==> config.mk <==
export PLATFORM = sky130hd
export DESIGN_NAME = vid_tpg_top
export DESIGN_NICKNAME = d
export VERILOG_FILES = /design/src/rtl/vid_pkg.sv /design/src/rtl/vid_delay_line.sv /design/src/rtl/vid_timing_gen.sv /design/src/rtl/vid_bar_gen.sv /design/src/rtl/vid_frame_stats.sv /design/src/rtl/vid_tpg_top.sv
export SDC_FILE = /design/constraint.sdc
export NUM_CORES = 1
export LEC_CHECK = 0
export ABC_AREA = 0
export BUFFER_PORTS_ARGS = -buffer_cell sky130_fd_sc_hd__buf_2
export CAP_MARGIN = 20
export CORE_MARGIN = 3
export CORE_UTILIZATION = 55
export CTS_CLUSTER_SIZE = 28
export DETAILED_ROUTE_END_ITERATION = 10
export PLACE_DENSITY = 0.79
export SLEW_MARGIN = 0
export SYNTH_ARGS = -nofsm -noshare
export SYNTH_HDL_FRONTEND = slang
export SYNTH_SLANG_ARGS = --single-unit
==> constraint.sdc <==
create_clock -name PIXEL_CLK_I -period 12.8 [get_ports PIXEL_CLK_I]
set_input_delay 1.28 -clock PIXEL_CLK_I [delete_from_list [all_inputs] [get_ports PIXEL_CLK_I]]
set_output_delay 1.28 -clock PIXEL_CLK_I [all_outputs]
set_load 0.02 [all_outputs]
==> src/rtl/vid_pkg.sv <==
package vid_pkg;

    //////////////////////////////////////////////////////////////////////
    // raster timing, one set of four fields per axis
    //////////////////////////////////////////////////////////////////////

    typedef struct packed {
        logic [15:0] hsync;     // hs width in pixels
        logic [15:0] hbp;       // back porch
        logic [15:0] hactive;   // visible pixels
        logic [15:0] hfp;       // front porch
        logic [15:0] vsync;     // vs width in lines
        logic [15:0] vbp;
        logic [15:0] vactive;   // visible lines
        logic [15:0] vfp;
    } timing_t;

    //////////////////////////////////////////////////////////////////////
    // stream types
    //////////////////////////////////////////////////////////////////////

    typedef struct packed {
        logic [7:0] r;
        logic [7:0] g;
        logic [7:0] b;
    } pixel_t;

    typedef struct packed {
        logic        hs;        // positive polarity
        logic        vs;        // positive polarity
        logic        de;        // data enable
        logic [15:0] active_x;  // 1-based, 0 outside de
        logic [15:0] active_y;  // 1-based, 0 outside de
    } vid_ctrl_t;

    typedef struct packed {
        vid_ctrl_t ctrl;
        pixel_t    pix;
    } vid_beat_t;

    typedef struct packed {
        logic [31:0] pixels;    // de cycles in the frame
        logic [15:0] lines;     // lines holding any de
        logic [31:0] sum;       // r+g+b over de cycles
    } frame_stats_t;

    parameter int DEF_BAR_WIDTH  = 240;  // pixels per color bar
    parameter int DEF_OUT_STAGES = 1;    // output register depth

endpackage

==> src/rtl/vid_delay_line.sv <==
`timescale 1ns/10ps

module vid_delay_line #(
    parameter type T     = logic [7:0],  // payload
    parameter int  DEPTH = 1             // register stages, 0 is a wire
) (
    input  logic PIXEL_CLK_I,            // pixel clock
    input  logic RESETN_I,               // sync, active low
    input  T     data_i,
    output T     data_o
);

    //////////////////////////////////////////////////////////////////////
    // register chain
    //////////////////////////////////////////////////////////////////////

    generate
        if (DEPTH == 0) begin : g_pass
            assign data_o = data_i;                  // no latency
        end else begin : g_regs
            T stage_q [DEPTH];                       // stage 0 nearest input

            always_ff @(posedge PIXEL_CLK_I) begin
                if (!RESETN_I) begin
                    for (int i = 0; i < DEPTH; i++) begin
                        stage_q[i] <= '0;            // flush whole chain
                    end
                end else begin
                    stage_q[0] <= data_i;
                    for (int i = 1; i < DEPTH; i++) begin
                        stage_q[i] <= stage_q[i-1];  // shift toward output
                    end
                end
            end

            assign data_o = stage_q[DEPTH-1];
        end
    endgenerate

endmodule

==> src/rtl/vid_timing_gen.sv <==
`timescale 1ns/10ps

module vid_timing_gen (
    input  logic               PIXEL_CLK_I,  // pixel clock
    input  logic               RESETN_I,     // sync, active low
    input  vid_pkg::timing_t   timing_i,     // only changed under reset
    output vid_pkg::vid_ctrl_t ctrl_o        // registered raster beat
);

    //////////////////////////////////////////////////////////////////////
    // frame geometry
    //////////////////////////////////////////////////////////////////////

    logic [15:0] h_total;    // sum of horizontal fields
    logic [15:0] v_total;    // sum of vertical fields
    logic [15:0] h_blank;    // sync + back porch, last x before active
    logic [15:0] v_blank;    // same for lines
    logic [15:0] h_act_end;  // last active x
    logic [15:0] v_act_end;  // last active y

    assign h_total   = timing_i.hsync + timing_i.hbp + timing_i.hactive + timing_i.hfp;
    assign v_total   = timing_i.vsync + timing_i.vbp + timing_i.vactive + timing_i.vfp;
    assign h_blank   = timing_i.hsync + timing_i.hbp;
    assign v_blank   = timing_i.vsync + timing_i.vbp;
    assign h_act_end = h_blank + timing_i.hactive;
    assign v_act_end = v_blank + timing_i.vactive;

    //////////////////////////////////////////////////////////////////////
    // position counters
    //////////////////////////////////////////////////////////////////////

    logic [15:0] x_cnt;      // 0 in reset, then 1..h_total
    logic [15:0] y_cnt;      // 0 until first wrap, then 1..v_total

    always_ff @(posedge PIXEL_CLK_I) begin
        if (!RESETN_I) begin
            x_cnt <= '0;
        end else if (x_cnt < h_total) begin
            x_cnt <= x_cnt + 16'd1;
        end else begin
            x_cnt <= 16'd1;                      // wrap to first pixel
        end
    end

    always_ff @(posedge PIXEL_CLK_I) begin
        if (!RESETN_I) begin
            y_cnt <= '0;
        end else if (x_cnt == h_total) begin     // end of line
            if (y_cnt < v_total) begin
                y_cnt <= y_cnt + 16'd1;
            end else begin
                y_cnt <= 16'd1;
            end
        end
    end

    //////////////////////////////////////////////////////////////////////
    // decode and output register
    //////////////////////////////////////////////////////////////////////

    logic               h_win;     // x inside active window
    logic               v_win;     // y inside active window
    vid_pkg::vid_ctrl_t ctrl_nxt;

    assign h_win = (x_cnt > h_blank) && (x_cnt <= h_act_end);
    assign v_win = (y_cnt > v_blank) && (y_cnt <= v_act_end);

    always_comb begin
        ctrl_nxt.hs       = (x_cnt >= 16'd1) && (x_cnt <= timing_i.hsync);
        ctrl_nxt.vs       = (y_cnt >= 16'd1) && (y_cnt <= timing_i.vsync);
        ctrl_nxt.de       = h_win && v_win;
        ctrl_nxt.active_x = '0;                  // gated outside de
        ctrl_nxt.active_y = '0;
        if (h_win && v_win) begin
            ctrl_nxt.active_x = x_cnt - h_blank;
            ctrl_nxt.active_y = y_cnt - v_blank;
        end
    end

    always_ff @(posedge PIXEL_CLK_I) begin
        if (!RESETN_I) begin
            ctrl_o <= '0;                        // outputs held low in reset
        end else begin
            ctrl_o <= ctrl_nxt;
        end
    end

endmodule

==> src/rtl/vid_bar_gen.sv <==
`timescale 1ns/10ps

module vid_bar_gen #(
    parameter int BAR_WIDTH = vid_pkg::DEF_BAR_WIDTH  // pixels per bar
) (
    input  logic               PIXEL_CLK_I,  // pixel clock
    input  logic               RESETN_I,     // sync, active low
    input  vid_pkg::vid_ctrl_t ctrl_i,       // raster beat from timing gen
    output vid_pkg::pixel_t    pix_o         // painted pixel, 1 cycle later
);

    localparam logic [15:0] BW = 16'(BAR_WIDTH);

    // bar colors, left to right
    localparam vid_pkg::pixel_t C_RED     = '{r: 8'hff, g: 8'h00, b: 8'h00};
    localparam vid_pkg::pixel_t C_BLUE    = '{r: 8'h00, g: 8'h00, b: 8'hff};
    localparam vid_pkg::pixel_t C_MAGENTA = '{r: 8'hff, g: 8'h00, b: 8'hff};
    localparam vid_pkg::pixel_t C_GREEN   = '{r: 8'h00, g: 8'hff, b: 8'h00};

    //////////////////////////////////////////////////////////////////////
    // bar position tracking, no divider
    //////////////////////////////////////////////////////////////////////

    logic [15:0] bar_cnt;    // pixels painted in current bar
    logic [1:0]  bar_idx;    // index of current bar, wraps after 4
    logic [15:0] cnt_nxt;
    logic [1:0]  idx_nxt;

    always_comb begin
        cnt_nxt = bar_cnt;
        idx_nxt = bar_idx;
        if (ctrl_i.de) begin
            if (ctrl_i.active_x == 16'd1) begin      // first pixel of line
                cnt_nxt = 16'd1;
                idx_nxt = 2'd0;
            end else if (bar_cnt == BW) begin        // bar full, next color
                cnt_nxt = 16'd1;
                idx_nxt = bar_idx + 2'd1;
            end else begin
                cnt_nxt = bar_cnt + 16'd1;
            end
        end
    end

    always_ff @(posedge PIXEL_CLK_I) begin
        if (!RESETN_I) begin
            bar_cnt <= '0;
            bar_idx <= '0;
            pix_o   <= '0;
        end else begin
            bar_cnt <= cnt_nxt;
            bar_idx <= idx_nxt;
            if (!ctrl_i.de) begin
                pix_o <= '0;                         // black outside active
            end else begin
                case (idx_nxt)
                    2'd0:    pix_o <= C_RED;
                    2'd1:    pix_o <= C_BLUE;
                    2'd2:    pix_o <= C_MAGENTA;
                    default: pix_o <= C_GREEN;
                endcase
            end
        end
    end

endmodule

==> src/rtl/vid_frame_stats.sv <==
`timescale 1ns/10ps

module vid_frame_stats (
    input  logic                  PIXEL_CLK_I,   // pixel clock
    input  logic                  RESETN_I,      // sync, active low
    input  vid_pkg::vid_beat_t    beat_i,        // output stream
    output vid_pkg::frame_stats_t stats_o,       // totals of last frame
    output logic                  frame_done_o   // 1-cycle strobe, stats valid
);

    //////////////////////////////////////////////////////////////////////
    // edge detection
    //////////////////////////////////////////////////////////////////////

    logic vs_q;          // previous vs
    logic de_q;          // previous de
    logic started;       // first frame start seen
    logic vs_rise;
    logic de_rise;       // first de of a line

    assign vs_rise = beat_i.ctrl.vs & ~vs_q;
    assign de_rise = beat_i.ctrl.de & ~de_q;

    always_ff @(posedge PIXEL_CLK_I) begin
        if (!RESETN_I) begin
            vs_q    <= 1'b0;
            de_q    <= 1'b0;
            started <= 1'b0;
        end else begin
            vs_q <= beat_i.ctrl.vs;
            de_q <= beat_i.ctrl.de;
            if (vs_rise) begin
                started <= 1'b1;
            end
        end
    end

    //////////////////////////////////////////////////////////////////////
    // accumulators and frame-end latch
    //////////////////////////////////////////////////////////////////////

    logic [31:0] pix_acc;    // de cycles so far
    logic [15:0] line_acc;   // lines with de so far
    logic [31:0] sum_acc;    // color checksum so far
    logic [31:0] pix_sum;    // r+g+b of current beat

    assign pix_sum = 32'(beat_i.pix.r) + 32'(beat_i.pix.g) + 32'(beat_i.pix.b);

    always_ff @(posedge PIXEL_CLK_I) begin
        if (!RESETN_I) begin
            pix_acc      <= '0;
            line_acc     <= '0;
            sum_acc      <= '0;
            stats_o      <= '0;
            frame_done_o <= 1'b0;
        end else begin
            frame_done_o <= 1'b0;
            if (vs_rise) begin                       // frame boundary
                pix_acc  <= '0;
                line_acc <= '0;
                sum_acc  <= '0;
                if (started) begin                   // first edge only arms
                    stats_o      <= '{pixels: pix_acc, lines: line_acc, sum: sum_acc};
                    frame_done_o <= 1'b1;
                end
            end else if (beat_i.ctrl.de) begin
                pix_acc <= pix_acc + 32'd1;
                sum_acc <= sum_acc + pix_sum;        // wraps mod 2^32
                if (de_rise) begin
                    line_acc <= line_acc + 16'd1;
                end
            end
        end
    end

endmodule

==> src/rtl/vid_tpg_top.sv <==
`timescale 1ns/10ps

module vid_tpg_top #(
    parameter int BAR_WIDTH  = vid_pkg::DEF_BAR_WIDTH,   // pixels per bar
    parameter int OUT_STAGES = vid_pkg::DEF_OUT_STAGES   // output regs, 0 ok
) (
    input  logic                  PIXEL_CLK_I,   // pixel clock
    input  logic                  RESETN_I,      // sync, active low
    input  vid_pkg::timing_t      timing_i,      // stable outside reset
    output vid_pkg::vid_beat_t    vid_o,         // video stream
    output vid_pkg::frame_stats_t stats_o,       // per-frame totals
    output logic                  frame_done_o   // stats strobe
);

    vid_pkg::vid_ctrl_t ctrl_raw;      // timing gen output
    vid_pkg::vid_ctrl_t ctrl_aligned;  // ctrl matched to painter latency
    vid_pkg::pixel_t    pix_painted;   // bar color
    vid_pkg::vid_beat_t beat_core;     // ctrl and pixel joined

    //////////////////////////////////////////////////////////////////////
    // producer
    //////////////////////////////////////////////////////////////////////

    vid_timing_gen u_timing (
        .PIXEL_CLK_I (PIXEL_CLK_I),
        .RESETN_I    (RESETN_I),
        .timing_i    (timing_i),
        .ctrl_o      (ctrl_raw)
    );

    vid_bar_gen #(.BAR_WIDTH(BAR_WIDTH)) u_bars (
        .PIXEL_CLK_I (PIXEL_CLK_I),
        .RESETN_I    (RESETN_I),
        .ctrl_i      (ctrl_raw),
        .pix_o       (pix_painted)
    );

    vid_delay_line #(.T(vid_pkg::vid_ctrl_t), .DEPTH(1)) u_ctrl_dly (
        .PIXEL_CLK_I (PIXEL_CLK_I),
        .RESETN_I    (RESETN_I),
        .data_i      (ctrl_raw),
        .data_o      (ctrl_aligned)
    );

    assign beat_core = '{ctrl: ctrl_aligned, pix: pix_painted};

    //////////////////////////////////////////////////////////////////////
    // output buffer and consumer
    //////////////////////////////////////////////////////////////////////

    vid_delay_line #(.T(vid_pkg::vid_beat_t), .DEPTH(OUT_STAGES)) u_out_dly (
        .PIXEL_CLK_I (PIXEL_CLK_I),
        .RESETN_I    (RESETN_I),
        .data_i      (beat_core),
        .data_o      (vid_o)
    );

    vid_frame_stats u_stats (
        .PIXEL_CLK_I  (PIXEL_CLK_I),
        .RESETN_I     (RESETN_I),
        .beat_i       (vid_o),          // measures what leaves the block
        .stats_o      (stats_o),
        .frame_done_o (frame_done_o)
    );

endmodule

==> results.ini <==
[status]
status = complete, no violations

[setup_path]
cp.required_ns = 13.26
reg2reg_from = u_out_dly.g_regs.stage_q[0][23]
end_kind = flop
critical_path_class = input pin to flop
crit_path_max_incr_delay_ns = 0.41
worstReg2RegEnd = u_stats.sum_acc[29]
start_kind = input pin
cp_slowest_cell = fa_1
reg2reg_slack_ns = 8.69
worstPathArrival_ns = 8.56
cp_max_fo = 23
reg2reg_depth = 16

[grt]
grt.total_usage_pct = 25.2
grt_max_degree = 81
grt_pass1_wl_um = 83700
grt_pass1_vias = 17600
antenna_found_initial = 0
overflow = 0

[yosys]
ys_types = 83
synth-async-reset-ratio_pct = 0
synth_fa_ha_area_share_pct = 16.7
netlist_instances = 2415
synth_area_leader_cell = dfxtp_1
synthSimpleGateAreaFrac_pct = 21.1
synth_edf_count = 0
synthMuxAreaShare_pct = 0.884
synth_compound_area_share_pct = 15.6
yosys_most_used_dff = dfxtp_1
synth.avg_cell_area_um2 = 8.44
yosysSeqAreaShare_pct = 31.9
synth_top_family_by_area = simple AND/OR/NAND/NOR gates
synth-xor-area-share_pct = 8.58
synth.ff_latch_count = 325
ys_top_cells_by_area = dfxtp_1 32%, ha_1 15%, nand2_1 5.0%, a21oi_1 4.8%, xor2_1 4.2%
yosysWarnings = 0
synth_top_cell_area_share_pct = 31.9
syn_nets = 2806
synth_area_mm2 = 0.0204

[placement]
port_buffers = 269
place_congestion = 0.911
pre_cts_ws_ns = 4.24
place.detailed.hpwl_um = 39600
place_area_mm2 = 0.0220

[route]
ant_nets = 0
drtPass1Iterations = 5
avgViaCountPerCell = 5.74
drcViolationCount = 0
drt_iter0_drc = 896
detail_route.wl_per_cell_um = 16.3
vias = 17900
drt-total-wl_um = 50800

[pwr]
p_per_area_mw_per_mm2 = 132
p_leak_uw = 0.0106
power_uw = 3050
vdd_drop_max_mv = 0.107

[sta]
max_freq_ghz = 0.123
finalSetupViolCount = 0
skew_ns = 0.0129
finalCritPeriodShare_pct = 63.3
hold_violations = 0
tns_ns = 0
fin_ws_ns = 4.70
tightest_slew_ns = 0.985
slew_violations = 0
relSlewSlack_pct = 34.1
rsz0062_at_grt = no
fin_crit_ns = 8.10

[finish]
final_area_mm2 = 0.0231
nNetsFinal = 3027
mostFrequentLayoutCell = dfxtp_1
layout_common_cells = 325 x dfxtp_1, 269 x nand2_1, 269 x buf_2
drive_gt1_share_pct = 14.0
utilization_pct = 64.0
n_antenna_cell = 0
syn2layout_area_growth_pct = 13.1

[clock_network]
holdBufCountCts = 0
clkTransAtPathRegs_ns = 0.06
htreeDepth = 1
root_buffer = clkbuf_16
clockBufferDepth = 3
cts_tree = yes
cts_sinks = 325
clock_latency_ns = 0.55
post-cts-setup-buffers = 0
cts_resized = 0
cts_buffers = 31

[worst_hold_path]
hp-class = flop to flop
hold_end = u_ctrl_dly.g_regs.stage_q[0][5]
hold_start = u_timing.ctrl_o[5]
holdPathStages = 1

[floorplanning]
die_x_um = 198
core_mm2 = 0.0360
dieArea_mm2 = 0.0394
initial_utilization_pct = 56.6
io_pins = 270
die_y_um = 198
rows = 69

[job]
drv_cap = 0

## cells in the mapped netlist, types with 18 or more instances
master	n
dfxtp_1	325
nand2_1	270
ha_1	244
a21oi_1	196
nor2_1	165
inv_1	164
xor2_1	98
xnor2_1	97
and2_1	86
o21ai_0	77
a21o_1	65
nand3_1	59
nand4_1	56
nor3_1	56
clkbuf_1	52
a211oi_1	30
and3_1	24
or3_1	24
nor2b_1	23
o21a_1	23
buf_4	21
nor4_1	21
mux2i_1	18
## power by group
part | switching, uW | internal, uW
combinational | 619 | 445
sequential | 2.79 | 1010
clock | 377 | 593
## worst max path at each step
stage,slack [ns],start,to
after floorplan,5.35,timing_i[96],u_timing.y_cnt[15]
after global placement,4.48,timing_i[96],u_timing.y_cnt[15]
after detailed placement,4.24,timing_i[96],u_timing.y_cnt[15]
after CTS,4.79,timing_i[96],u_timing.y_cnt[13]
after global routing,4.18,timing_i[112],u_timing.y_cnt[13]
final,4.70,timing_i[96],u_timing.y_cnt[15]
## state kept, by name, indices dropped and copies added, names as in the netlist
name / cells
u_stats.stats_o: 80
u_out_dly.g_regs.stage_q: 38
u_ctrl_dly.g_regs.stage_q: 35
u_timing.ctrl_o: 35
u_stats.pix_acc: 32
u_stats.sum_acc: 32
u_bars.bar_cnt: 16
u_stats.line_acc: 16
u_timing.x_cnt: 16
u_timing.y_cnt: 16
u_bars.pix_o: 3
u_bars.bar_idx: 2
u_stats.de_q: 1
u_stats.frame_done_o: 1
u_stats.started: 1
u_stats.vs_q: 1
## cells by family (layout without fill, tap and decap cells)
group,after synthesis,after routing
AOI/OAI and AO/OA,497,497
adders and majority gates,261,261
and+or+nand+nor,859,859
DFF,325,325
xor gates and xnor gates,197,197
muxes,18,18
buffers and inverters,258,501
## worst max-delay path, delay by kind of cell
kind | cells | cell delay, ns
compound gates | 13 | 2.56
simple gates | 11 | 2.09
fa+ha+maj | 5 | 1.64
xor+xnor | 4 | 0.57
buf+inv | 2 | 0.39
## stage by stage
step	instances	hold slack [ns]
4_1_cts	3119	0.432
3_3_place_gp	3064	0.416
2_1_floorplan	2415	0.412
3_5_place_dp	3064	0.419
5_1_grt	3119	0.450
6_report	3119	0.431
## layout make-up
cell class / instances / area [um^2]
Fill cell: 3017 / 12900
Multi-Input combinational cell: 1832 / 12800
Sequential cell: 325 / 6510
Timing Repair Buffer: 282 / 1440
Clock buffer: 39 / 856
Inverter: 164 / 617
Tap cell: 461 / 577
Clock inverter: 16 / 246
## per-layer routing
metal,vias to the layer above,wire length [um],global-route usage (%)
met4,0,1260,6.45
met3,104,3000,2.57
met5,-,0,0
met1,8398,22000,32.2
li1,8831,-,-
met2,570,24500,45.5
No activity file was read; power rests on OpenSTA's default activity.
